File: src/common/fetch_cfg.svh
`ifndef FETCH_CFG_SVH
`define FETCH_CFG_SVH

// ~~~~~~~~~~~~~~~~~~~~~~~~~~~~~~~~~~~~~~~~~~~~~~~~~~
// fetch stage configuration
// ~~~~~~~~~~~~~~~~~~~~~~~~~~~~~~~~~~~~~~~~~~~~~~~~~~

// the first fetch after reset goes to this address outside the cached window.
`define FETCH_RESET_PC 32'h30000000

// the SDRAM window includes its base and excludes its limit.
// only fetches inside it go through the instruction cache.
`define SDRAM_BASE  32'ha0000000
`define SDRAM_LIMIT 32'ha2000000

// words per cache line and therefore beats per refill burst.
`define LINE_WORDS 4

// number of direct-mapped sets in the instruction cache.
`define ICACHE_SETS 16

`endif

File: src/common/fetch_pkg.sv
`default_nettype none

package fetch_pkg;

	// fetch unit states.
	// lookup covers both the cache request and the wait for its response.
	typedef enum logic [2:0] {
		st_idle       = 3'd0,
		st_lookup     = 3'd1,
		st_refill_req = 3'd2,
		st_refill     = 3'd3,
		st_single     = 3'd4,
		st_deliver    = 3'd5
	} ifu_state_e;

	// burst kind on the memory read address channel.
	typedef enum logic [1:0] {
		burst_fixed = 2'd0,
		burst_incr  = 2'd1
	} burst_e;

	// the fetch unit looks only at bit 1 of the cache read response.
	typedef enum logic [1:0] {
		resp_hit  = 2'd0,
		resp_miss = 2'd2
	} cache_resp_e;

endpackage

`default_nettype wire

File: src/common/cache_port_if.sv
`default_nettype none

// lookup and line-fill channels between the fetch unit and the instruction cache.
interface cache_port_if;

	// lookup channel.
	logic [31:0]            araddr;
	logic                   arvalid;
	logic                   arready;
	logic [31:0]            rdata;
	fetch_pkg::cache_resp_e rresp;
	logic                   rvalid;
	logic                   rready;

	// fill channel carrying one word per write.
	logic [31:0]            awaddr;
	logic                   awvalid;
	logic                   awready;
	logic [31:0]            wdata;
	logic                   wvalid;
	logic                   wready;
	logic                   bvalid;
	logic                   bready;

	modport fetch (
		output araddr, arvalid, rready,
		output awaddr, awvalid, wdata, wvalid, bready,
		input  arready, rdata, rresp, rvalid,
		input  awready, wready, bvalid
	);

	modport cache (
		input  araddr, arvalid, rready,
		input  awaddr, awvalid, wdata, wvalid, bready,
		output arready, rdata, rresp, rvalid,
		output awready, wready, bvalid
	);

endinterface

`default_nettype wire

File: src/fetch/ifu.sv
`default_nettype none

`include "fetch_cfg.svh"

module ifu (
	input  logic              clock,
	input  logic              reset,

	output logic [31:0]       mem_araddr,
	output logic              mem_arvalid,
	input  logic              mem_arready,
	output fetch_pkg::burst_e mem_arburst,
	output logic [3:0]        mem_arlen,
	input  logic [31:0]       mem_rdata,
	input  logic              mem_rvalid,
	output logic              mem_rready,

	cache_port_if.fetch       cache,

	input  logic              wb_valid,
	input  logic [31:0]       jump_addr,
	output logic [31:0]       pc,
	output logic [31:0]       inst,
	output logic              idu_valid,
	input  logic              idu_ready
);

	localparam int          off_w     = $clog2(`LINE_WORDS) + 2;
	localparam int          cnt_w     = $clog2(`LINE_WORDS + 1);
	localparam logic [31:0] line_mask = ~((32'd1 << off_w) - 32'd1);

	function automatic logic in_sdram(input logic [31:0] addr);
		return (addr >= `SDRAM_BASE) && (addr < `SDRAM_LIMIT);
	endfunction

	fetch_pkg::ifu_state_e state;

	logic             go_q;
	logic             launch;
	logic [31:0]      fetch_addr;
	logic             pc_cached;
	logic             cache_arvalid;
	logic             fill_awvalid;
	logic             fill_wvalid;
	logic [31:0]      fill_addr;
	logic [31:0]      fill_data;
	logic [cnt_w-1:0] beats_left;
	logic             got_inst;
	logic             beat_fire;
	logic             lookup_done;
	logic             refill_done;
	logic             hand_off;
	logic             inst_load;
	logic [31:0]      inst_next;
	logic             idu_valid_next;

	// ~~~~~~~~~~~~~~~~~~~~~~~~~~~~~~~~~~~~~~~~~~~~~~~~~~
	// request side
	// ~~~~~~~~~~~~~~~~~~~~~~~~~~~~~~~~~~~~~~~~~~~~~~~~~~

	// a write-back strobe in idle starts the fetch right away with the new target.
	// otherwise go_q remembers that a fetch is owed, as it is after reset.
	assign launch     = (state == fetch_pkg::st_idle) & (wb_valid | go_q);
	assign fetch_addr = wb_valid ? jump_addr : pc;
	assign pc_cached  = in_sdram(pc);

	// refills start at the line boundary and always cover the whole line.
	assign mem_araddr  = pc_cached ? (pc & line_mask) : pc;
	assign mem_arburst = pc_cached ? fetch_pkg::burst_incr : fetch_pkg::burst_fixed;
	assign mem_arlen   = pc_cached ? 4'(`LINE_WORDS - 1) : 4'd0;

	assign cache.araddr  = pc;
	assign cache.arvalid = cache_arvalid;
	assign cache.rready  = 1'b1;
	assign cache.awaddr  = fill_addr;
	assign cache.awvalid = fill_awvalid;
	assign cache.wdata   = fill_data;
	assign cache.wvalid  = fill_wvalid;
	assign cache.bready  = 1'b1;

	assign beat_fire   = mem_rvalid & mem_rready;
	assign lookup_done = cache.rvalid & cache.rready;
	assign refill_done = cache.bvalid & cache.bready & (beats_left == cnt_w'(1));
	assign hand_off    = idu_valid & idu_ready;

	// ~~~~~~~~~~~~~~~~~~~~~~~~~~~~~~~~~~~~~~~~~~~~~~~~~~
	// instruction capture
	// ~~~~~~~~~~~~~~~~~~~~~~~~~~~~~~~~~~~~~~~~~~~~~~~~~~

	// during a refill the wanted word is taken straight off the bus.
	// fill_addr always points at the word of the beat now arriving.
	always_comb begin
		inst_load = 1'b0;
		inst_next = mem_rdata;
		case (state)
			fetch_pkg::st_lookup: begin
				if (lookup_done & ~cache.rresp[1]) begin
					inst_load = 1'b1;
					inst_next = cache.rdata;
				end
			end
			fetch_pkg::st_single: begin
				inst_load = beat_fire;
			end
			fetch_pkg::st_refill: begin
				inst_load = beat_fire & ~got_inst &
					(fill_addr[off_w-1:2] == pc[off_w-1:2]);
			end
			default: begin
				inst_load = 1'b0;
			end
		endcase
	end

	assign idu_valid_next = inst_load | (idu_valid & ~idu_ready);

	// ~~~~~~~~~~~~~~~~~~~~~~~~~~~~~~~~~~~~~~~~~~~~~~~~~~
	// fetch FSM
	// ~~~~~~~~~~~~~~~~~~~~~~~~~~~~~~~~~~~~~~~~~~~~~~~~~~

	always_ff @(posedge clock) begin
		if (reset) begin
			state         <= fetch_pkg::st_idle;
			pc            <= `FETCH_RESET_PC;
			go_q          <= 1'b1;
			cache_arvalid <= 1'b0;
			mem_arvalid   <= 1'b0;
			mem_rready    <= 1'b1;
			fill_awvalid  <= 1'b0;
			fill_wvalid   <= 1'b0;
			fill_addr     <= '0;
			beats_left    <= '0;
			got_inst      <= 1'b0;
			idu_valid     <= 1'b0;
		end else begin
			idu_valid <= idu_valid_next;

			if (wb_valid) begin
				pc <= jump_addr;
			end

			// a strobe that lands while a refill is still running is kept for later.
			if (launch) begin
				go_q <= 1'b0;
			end else if (wb_valid) begin
				go_q <= 1'b1;
			end

			case (state)
				fetch_pkg::st_idle: begin
					if (launch) begin
						if (in_sdram(fetch_addr)) begin
							state         <= fetch_pkg::st_lookup;
							cache_arvalid <= 1'b1;
						end else begin
							state       <= fetch_pkg::st_single;
							mem_arvalid <= 1'b1;
						end
					end
				end

				fetch_pkg::st_lookup: begin
					if (cache_arvalid & cache.arready) begin
						cache_arvalid <= 1'b0;
					end
					if (lookup_done) begin
						if (cache.rresp[1]) begin
							state       <= fetch_pkg::st_refill_req;
							mem_arvalid <= 1'b1;
							fill_addr   <= pc & line_mask;
							beats_left  <= cnt_w'(`LINE_WORDS);
							got_inst    <= 1'b0;
						end else begin
							state <= fetch_pkg::st_deliver;
						end
					end
				end

				fetch_pkg::st_refill_req: begin
					if (mem_arready) begin
						mem_arvalid <= 1'b0;
						state       <= fetch_pkg::st_refill;
					end
				end

				fetch_pkg::st_refill: begin
					if (fill_awvalid & cache.awready) begin
						fill_awvalid <= 1'b0;
					end
					if (fill_wvalid & cache.wready) begin
						fill_wvalid <= 1'b0;
					end
					// each beat is held off the bus until the cache has taken the word before.
					if (beat_fire) begin
						mem_rready   <= 1'b0;
						fill_awvalid <= 1'b1;
						fill_wvalid  <= 1'b1;
					end
					if (inst_load) begin
						got_inst <= 1'b1;
					end
					if (cache.bvalid & cache.bready) begin
						mem_rready <= 1'b1;
						fill_addr  <= fill_addr + 32'd4;
						beats_left <= beats_left - cnt_w'(1);
						if (refill_done) begin
							state <= idu_valid_next ? fetch_pkg::st_deliver : fetch_pkg::st_idle;
						end
					end
				end

				fetch_pkg::st_single: begin
					if (mem_arvalid & mem_arready) begin
						mem_arvalid <= 1'b0;
					end
					if (beat_fire) begin
						state <= fetch_pkg::st_deliver;
					end
				end

				fetch_pkg::st_deliver: begin
					if (hand_off) begin
						state <= fetch_pkg::st_idle;
					end
				end

				default: begin
					state <= fetch_pkg::st_idle;
				end
			endcase
		end
	end

	// instruction and fill word registers.
	always_ff @(posedge clock) begin
		if (inst_load) begin
			inst <= inst_next;
		end
		if (beat_fire && (state == fetch_pkg::st_refill)) begin
			fill_data <= mem_rdata;
		end
	end

endmodule

`default_nettype wire

File: src/icache/icache.sv
`default_nettype none

`include "fetch_cfg.svh"

module icache #(
	parameter int sets = `ICACHE_SETS
) (
	input  logic        clock,
	input  logic        reset,
	cache_port_if.cache port
);

	localparam int word_w = $clog2(`LINE_WORDS);
	localparam int off_w  = word_w + 2;
	localparam int idx_w  = $clog2(sets);
	localparam int tag_w  = 32 - off_w - idx_w;

	// ~~~~~~~~~~~~~~~~~~~~~~~~~~~~~~~~~~~~~~~~~~~~~~~~~~
	// storage
	// ~~~~~~~~~~~~~~~~~~~~~~~~~~~~~~~~~~~~~~~~~~~~~~~~~~

	logic [tag_w-1:0] tag_mem  [sets];
	logic [31:0]      data_mem [sets * `LINE_WORDS];
	logic [sets-1:0]  valid_q;

	logic [idx_w-1:0]       rd_idx;
	logic [tag_w-1:0]       rd_tag;
	logic [word_w-1:0]      rd_word;
	logic                   rd_hit;
	logic                   ar_fire;
	logic                   rvalid_q;
	logic [31:0]            rdata_q;
	fetch_pkg::cache_resp_e rresp_q;

	logic              aw_got;
	logic              w_got;
	logic              aw_fire;
	logic              w_fire;
	logic [31:0]       aw_addr_q;
	logic [31:0]       w_data_q;
	logic              write_now;
	logic [idx_w-1:0]  wr_idx;
	logic [tag_w-1:0]  wr_tag;
	logic [word_w-1:0] wr_word;
	logic              wr_last;
	logic              bvalid_q;

	// ~~~~~~~~~~~~~~~~~~~~~~~~~~~~~~~~~~~~~~~~~~~~~~~~~~
	// lookup
	// ~~~~~~~~~~~~~~~~~~~~~~~~~~~~~~~~~~~~~~~~~~~~~~~~~~

	assign rd_idx  = port.araddr[off_w +: idx_w];
	assign rd_tag  = port.araddr[31 -: tag_w];
	assign rd_word = port.araddr[2 +: word_w];
	assign rd_hit  = valid_q[rd_idx] & (tag_mem[rd_idx] == rd_tag);

	// lookups are refused while a fill word sits half received.
	assign port.arready = ~(aw_got | w_got);
	assign ar_fire      = port.arvalid & port.arready;

	assign port.rvalid = rvalid_q;
	assign port.rdata  = rdata_q;
	assign port.rresp  = rresp_q;

	// ~~~~~~~~~~~~~~~~~~~~~~~~~~~~~~~~~~~~~~~~~~~~~~~~~~
	// fill
	// ~~~~~~~~~~~~~~~~~~~~~~~~~~~~~~~~~~~~~~~~~~~~~~~~~~

	// address and data are taken independently, the write happens once both are in.
	assign port.awready = ~aw_got;
	assign port.wready  = ~w_got;
	assign aw_fire      = port.awvalid & port.awready;
	assign w_fire       = port.wvalid & port.wready;
	assign write_now    = aw_got & w_got;
	assign port.bvalid  = bvalid_q;

	assign wr_idx  = aw_addr_q[off_w +: idx_w];
	assign wr_tag  = aw_addr_q[31 -: tag_w];
	assign wr_word = aw_addr_q[2 +: word_w];
	assign wr_last = (wr_word == word_w'(`LINE_WORDS - 1));

	always_ff @(posedge clock) begin
		if (reset) begin
			valid_q  <= '0;
			aw_got   <= 1'b0;
			w_got    <= 1'b0;
			rvalid_q <= 1'b0;
			bvalid_q <= 1'b0;
		end else begin
			rvalid_q <= ar_fire | (rvalid_q & ~port.rready);
			bvalid_q <= write_now | (bvalid_q & ~port.bready);

			if (write_now) begin
				aw_got <= 1'b0;
				w_got  <= 1'b0;
				// a line is only valid again once its last word is in.
				valid_q[wr_idx] <= wr_last;
			end else begin
				if (aw_fire) begin
					aw_got <= 1'b1;
				end
				if (w_fire) begin
					w_got <= 1'b1;
				end
			end
		end
	end

	always_ff @(posedge clock) begin
		if (aw_fire) begin
			aw_addr_q <= port.awaddr;
		end
		if (w_fire) begin
			w_data_q <= port.wdata;
		end
		if (write_now) begin
			data_mem[{wr_idx, wr_word}] <= w_data_q;
			if (wr_last) begin
				tag_mem[wr_idx] <= wr_tag;
			end
		end
		if (ar_fire) begin
			rdata_q <= data_mem[{rd_idx, rd_word}];
			rresp_q <= rd_hit ? fetch_pkg::resp_hit : fetch_pkg::resp_miss;
		end
	end

endmodule

`default_nettype wire

File: src/source/fetch_top.sv
`default_nettype none

module fetch_top (
	input  logic              clock,
	input  logic              reset,

	// memory read bus
	output logic [31:0]       mem_araddr,
	output logic              mem_arvalid,
	input  logic              mem_arready,
	output fetch_pkg::burst_e mem_arburst,
	output logic [3:0]        mem_arlen,
	input  logic [31:0]       mem_rdata,
	input  logic              mem_rvalid,
	output logic              mem_rready,

	// write-back and decode side
	input  logic              wb_valid,
	input  logic [31:0]       jump_addr,
	output logic [31:0]       pc,
	output logic [31:0]       inst,
	output logic              idu_valid,
	input  logic              idu_ready
);

	cache_port_if cache_bus ();

	ifu u_ifu (
		.clock       (clock),
		.reset       (reset),
		.mem_araddr  (mem_araddr),
		.mem_arvalid (mem_arvalid),
		.mem_arready (mem_arready),
		.mem_arburst (mem_arburst),
		.mem_arlen   (mem_arlen),
		.mem_rdata   (mem_rdata),
		.mem_rvalid  (mem_rvalid),
		.mem_rready  (mem_rready),
		.cache       (cache_bus),
		.wb_valid    (wb_valid),
		.jump_addr   (jump_addr),
		.pc          (pc),
		.inst        (inst),
		.idu_valid   (idu_valid),
		.idu_ready   (idu_ready)
	);

	icache u_icache (
		.clock (clock),
		.reset (reset),
		.port  (cache_bus)
	);

endmodule

`default_nettype wire

File: config.mk
export PLATFORM = sky130hd
export DESIGN_NAME = fetch_top
export DESIGN_NICKNAME = d
export VERILOG_FILES = /design/src/common/fetch_pkg.sv /design/src/common/cache_port_if.sv /design/src/fetch/ifu.sv /design/src/icache/icache.sv /design/src/source/fetch_top.sv
export VERILOG_INCLUDE_DIRS = /design/src /design/src/common
export SDC_FILE = /design/constraint.sdc
export NUM_CORES = 2
export LEC_CHECK = 0
export BUFFER_PORTS_ARGS = -buffer_cell sky130_fd_sc_hd__buf_2
export CAP_MARGIN = 25
export CORE_ASPECT_RATIO = 0.9
export CORE_UTILIZATION = 54
export CTS_CLUSTER_DIAMETER = 40
export DETAILED_ROUTE_END_ITERATION = 8
export PLACE_DENSITY = 0.67
export SLEW_MARGIN = 20
export SYNTH_ARGS = -nofsm -noshare
export SYNTH_HDL_FRONTEND = slang
export SYNTH_SLANG_ARGS = --single-unit
File: constraint.sdc
create_clock -name clock -period 6.3 [get_ports clock]
set_input_delay 1.26 -clock clock [delete_from_list [all_inputs] [get_ports clock]]
set_output_delay 1.26 -clock clock [all_outputs]
set_load 0.01 [all_outputs]
Yosys cells after proc, flatten, opt, wreduce, memory -nomap -nowiden. Memories as Yosys holds them, arrays and structs flattened. A register that Yosys moved wholly into a read port is not among the register bits. Index checks and enable logic that the tools add are counted. Widths: inputs -> output; s select.

Bits in registers: 228. Bits in writable memories: 2432. Bits of input ports: 70. Memories kept: 2. Output and inout port bits: 105. Logic and storage cells: 161.

Magnitude comparators: 7. $add $sub $neg: 2. Bitwise operators: 23. Reductions and logical operators: 21. Muxes and demuxes: 62. Equal/unequal tests: 22.

Memories: u_icache.data_mem (words 64, bits a word 32, rd ports 1, clocked after Yosys merged registers in 1, wr ports 1, RTL line icache.sv:23) `` logic [31:0] data_mem [sets * `LINE_WORDS]; ``; u_icache.tag_mem (words 16, bits a word 24, rd ports 1, clocked after Yosys merged registers in 1, wr ports 1, RTL line icache.sv:22) `logic [tag_w-1:0] tag_mem [sets];`.

Operators by type and width (count): $mux 32 (6); $ge 32x32->1 const B (2); $lt 32x32->1 const B (2); $pmux 32 s2 (1); $mux 3 (13); $add 32x3->32 const B (1); $mux 1 (29); $eq 24x24->1 (1); $ne 2x1->1 const B (10); $pmux 3 s6 (1); $bwmux 16 (1); $and 1x1->1 (14); $reduce_and 7->1 (2); $reduce_and 4->1 (3); $reduce_bool 2->1 (6); $lt 4x5->1 const B (2); $mux 4 (2); $eq 3x1->1 const B (2); $eq 3x2->1 const B (2); $eq 3x3->1 const B (2); $ne 2x2->1 const B (3); $not 1->1 (6); $pmux 3 s2 (1); $reduce_and 2->1 (3); other kinds (15) (22).

Longest topological paths before layout.
Word-level depth: 9. Depth in mapped cells: 11. Depth with buffers taken out: 8.

Cells and area by module. Synthesis repeated with hierarchy kept, for this count alone.

Cells, all modules: 4568. Area total of the unflattened synthesis: 103693.2 um^2.

Modules (own cells, without submodules): icache (seq. area each 76283.2 um^2, cells an instance 3912, area each 96852.9 um^2, instances 1); ifu (seq. area each 3443.3 um^2, cells an instance 656, area each 6840.3 um^2, instances 1).

Worst setup path after synthesis. No wires, ideal clock.

Kind: reg2reg. From: register u_icache.w_got. To: memory u_icache.data_mem[48][0] (enable). Setup slack: 1.658 ns. Setup time: 0.503 ns. Arrival: 4.139 ns. Cell stages (with the launch flop): 5. Period minus slack after synthesis: 4.642 ns. Required time: 5.797 ns. Buffers on the path: 1. Cells stage by stage: dfxtp_1 > and2_1 > clkbuf_1 > nand4b_1 > nor4_1.

Cells in the longest elaborated chain, start to end: 3.

Ends and longest elaborated chain: start, declared (RTL line icache.sv:36) `logic w_got;`; start signal, assigned (RTL line icache.sv:86) `w_got <= 1'b0;`; start signal, assigned (RTL line icache.sv:95) `w_got <= 1'b0;`; start signal, assigned (RTL line icache.sv:103) `w_got <= 1'b1;`; $and 1x1->1 (RTL line icache.sv:74) `assign write_now = aw_got & w_got;`; $mux 1 (RTL line icache.sv:116) `if (write_now) begin`; $mux 1 (not written as such) (RTL line icache.sv:117) `data_mem[{wr_idx, wr_word}] <= w_data_q;`; end, declared (RTL line icache.sv:23).

Every way passes these cells.

Worst setup path after layout.
From: register u_ifu.pc[25], in the netlist u_ifu.cache.araddr[25]. To: output mem_araddr[0].

Cells in the longest elaborated chain, start to end: 3. Elaborated cells on any way between the ends: 4. Those cells by class: order compare (2); mux (1); reduce/logical (1).

Ends and longest elaborated chain: start, declared (RTL line ifu.sv:22) `output logic [31:0] pc,`; start signal, assigned (RTL line ifu.sv:124) `` pc <= `FETCH_RESET_PC; ``; start signal, assigned (RTL line ifu.sv:139) `pc <= jump_addr;`; $ge 32x32->1 (no source line) / $lt 32x32->1 (equally long branches); $logic_and 1x1->1 * (RTL line ifu.sv:33) `` return (addr >= `SDRAM_BASE) && (addr < `SDRAM_LIMIT); ``; $mux 4 * (RTL line ifu.sv:68) `assign mem_araddr = pc_cached ? (pc & line_mask) : pc;`; end, declared (RTL line fetch_top.sv:8) `output logic [31:0] mem_araddr,`.

Every way passes the cells marked *; elsewhere a longest branch is shown, timed or not.

==> summary.md <==
| Metric | Value |
|---|---|
| Status | completed |
| Total track usage | a little over a quarter |
| Resize count post-CTS | 0 |
| Layout cells sized above 1 | 34.1% |
| Sink Count | 2687 |
| Antenna Violating Nets Remaining | 0 |
| Max_cap viols | 0 |
| Async SR Flop Fraction | 0% |
| WL met1 | 100000 microns |
| Max clock buf depth | 4 |
| Pleak | ~37 nW |
| Synthesis Warnings | 0 |
| Chip width | 462 microns |
| Drt wl/cell | 33.0 microns |
| Worst Min Path Start | u_ifu.cache.wdata[25] |
| RePlAce Congestion | ~0.84 |
| Pwr/cell area | 337 nW/um^2 |
| Sequential share of the synthesized area | 77.4% |
| Crit Reg-Reg Startpoint | u_ifu.cache.araddr[2] |
| Initial Util | 54.5% |
| Setup bufs post-CTS | 0 |
| Final Instance Count excl. Fillers | about 7700 |
| First-pass GRT wire length | 359000 microns |
| Placed inst area | between 100000 and 150000 sq um |
| Largest net degree at the start of global routing | just under 100 |
| Number of flops mapped to enable cells by yosys | 2591 |
| Inserted Clock Buffers | 343 |
| Layout fillers | 12400 |
| Vias in the first global route | ~50000 |
| Setup Skew | 0.0755 ns |
| PnR Total Power | 0.0401 W |
| Cell count of the worst hold path | 0 |
| Reg2Reg Setup Slack | 2.38 ns |
| Worst slew margin | between 20% and 30% |
| Fin area | 119000 sq um |
| Final Critical Period | between 4 and 5 ns |
| Syn avg cell area | approximately 23 sq um |
| Cell Area, Synth | 103000 sq um |
| Post-DR vias/cell | 6.43 |
| Die footprint | 193000 sq um |
| Max Slew Vio Count | 0 |
| Num rows | between 150 and 200 |
| Via count | 49300 |
| Synth Instances | approximately 4500 |
| Top-area cell type share of the netlist area | between 70% and 80% |
| Core area | 189000 sq um |
| Total Wirelength | 253000 microns |
| Slew @ Worst Pin | between 1 and 1.5 ns |
| Flop and latch count out of synthesis | 2687 |
| Crit end category | primary output |
| DRC | 0 |
| HPWL after DPL | 137000 microns |
| Commonest cells post-synth | 2591 x edfxtp_1, 764 x mux4_2, 181 x nor2_1 |
| Drt first-iter violations | roughly 6200 |
| CP Class | reg -> out |
| Crit start category | register |
| Clock Tree Root | clkbuf_16 |
| Post-layout nets | just under 5000 |
| Drt pass-1 iters | 5 |
| Min Hold Slack | 0.418 ns |
| Reg2reg end | u_icache.port.rdata[8] |
| CTS hold repair buffers | 0 |
| Setup Viol. Count Final | 0 |
| Top Ports | between 150 and 200 |
| Synth top area cells | edfxtp_1 76%, mux4_2 17%, dfxtp_1 1.9%, mux2i_1 0.93%, nor2_1 0.66% |
| RSZ-0062 raised after global routing | false |
| Main synth FF type | edfxtp_1 |
| Data arrival, critical path | 2.92 ns |
| Hold EP | u_icache.w_data_q[25] |
| Routed met2 length | 117000 microns |
| Fin Setup TNS | 0 ns |
| Initial antenna violation count | 20 |
| # H-tree levels | 5 |
| Port Buffers | 171 |
| CTS tree | done |
| Met3 wire len | 29000 microns |
| Worst-Skew Late Latency | around 0.95 ns |
| Worst-case reg-to-reg path depth | 6 |
| Hold WC Path Type | reg -> reg |
| Most frequent cell after synthesis | edfxtp_1 |
| Max Freq | between 0.2 and 0.25 GHz |
| VDD IR-drop max | 0.258 mV |
| CP Data Required Time | roughly 5.0 ns |
| Final Hold Viols | 0 |
| DP Cell Count | 7057 |
| Area delta synth->final | 15.3% |
| Final worst-path cycle share | 66.4% |
| Top sig layer | met5 |
| Grt ovf | 0 |
| Die height | 416 microns |
| Clock transition at path regs | 0.06 ns |
| Area leader, netlist | edfxtp_1 |
| Maximum net fanout on the critical path | 8 |
| Synth unique cells | 64 |
-- cells by family (layout without fill, tap and decap cells) --
logic type                 Yosys count  after routing  synth area share [%]
AOI/OAI and AO/OA                  191            191                  1.19
xor gates and xnor gates            34             34                 0.289
adders and majority gates            3              3                0.0364
buffers and inverters              307            961                  1.43
DFF                               2687           2687                  77.4
muxes                              895            895                  18.0
other                                1              6               0.00364
and+or+nand+nor                    366            366                  1.63
-- layout by cell type (no fill, tap or decap), types with 54 or more instances in the layout --
master / instances
clkbuf_16: 350
mux4_2: 764
nor2_4: 68
mux2i_1: 96
buf_2: 170
buf_4: 137
dfxtp_1: 90
edfxtp_1: 2591
nor2_1: 109
nand2_1: 54
-- layer usage --
metal  up-vias  GRT usage, %
met2      2451          39.3
met3       418          8.47
li1      19900             -
met5         -             0
met1     26500          37.9
met4         4          7.46
-- power breakdown --
group	total, W	switching (W)	leakage [nW]	internal (W)
logic	0.00162	0.000855	7.51	0.000769
registers	0.0196	0.000137	24.1	0.0194
clock network	0.0189	0.00754	5.34	0.0114
total	0.0401	0.00853	36.9	0.0316
-- through the flow --
step | util [%] | setup slack [ns]
floorplan | - | 1.66
global placement | 57.0 | 2.27
detailed placement | 57.0 | 2.44
CTS | 62.8 | 2.08
global route | 62.9 | 2.03
finish | 62.9 | 2.12
-- how the worst max path moves through the flow --
| stage | from | endpoint | depth (start not counted) |
|---|---|---|---|
| 2_1_floorplan | u_icache.w_got | u_icache.data_mem[48][0] | 4 |
| 3_3_place_gp | u_ifu.cache.araddr[4] | u_icache.port.rresp[1] | 6 |
| 3_5_place_dp | u_ifu.cache.araddr[2] | u_icache.port.rdata[8] | 6 |
| 4_1_cts | u_ifu.cache.araddr[25] | mem_araddr[0] | 4 |
| 5_1_grt | u_ifu.cache.araddr[25] | mem_araddr[0] | 4 |
| 6_report | u_ifu.cache.araddr[25] | mem_araddr[0] | 4 |
-- cell type report --
cell class	instances	area [sq um]	share of cell area [%]
Timing Repair Buffer	330	2330	1.96
Sequential cell	2687	79700	67.1
Tap cell	2524	3160	2.66
Inverter	28	113	0.0948
Antenna cell	3	7.51	0.00632
Clock buffer	391	8930	7.52
Multi-Input combinational cell	1492	22400	18.9
Clock inverter	212	2110	1.77
-- registers in the layout (all words and copies together) (netlist names), 16 cells and up --
signal,flops
u_ifu.cache.araddr,32
u_ifu.cache.awaddr,30
u_icache.aw_addr_q,30
u_icache.tag_mem,384
u_icache.data_mem,2048
u_icache.port.rdata,32
u_icache.valid_q,16
u_ifu.cache.wdata,32
u_icache.w_data_q,32
u_ifu.inst,32
-- worst max-delay path: stages (launching register included) --
cell and delay (ns):
dfxtp_1 0.51, or3_1 0.46, or4_1 0.65, and2_1 0.23
buf_2 0.14
Power figures use the tool's default switching activity.
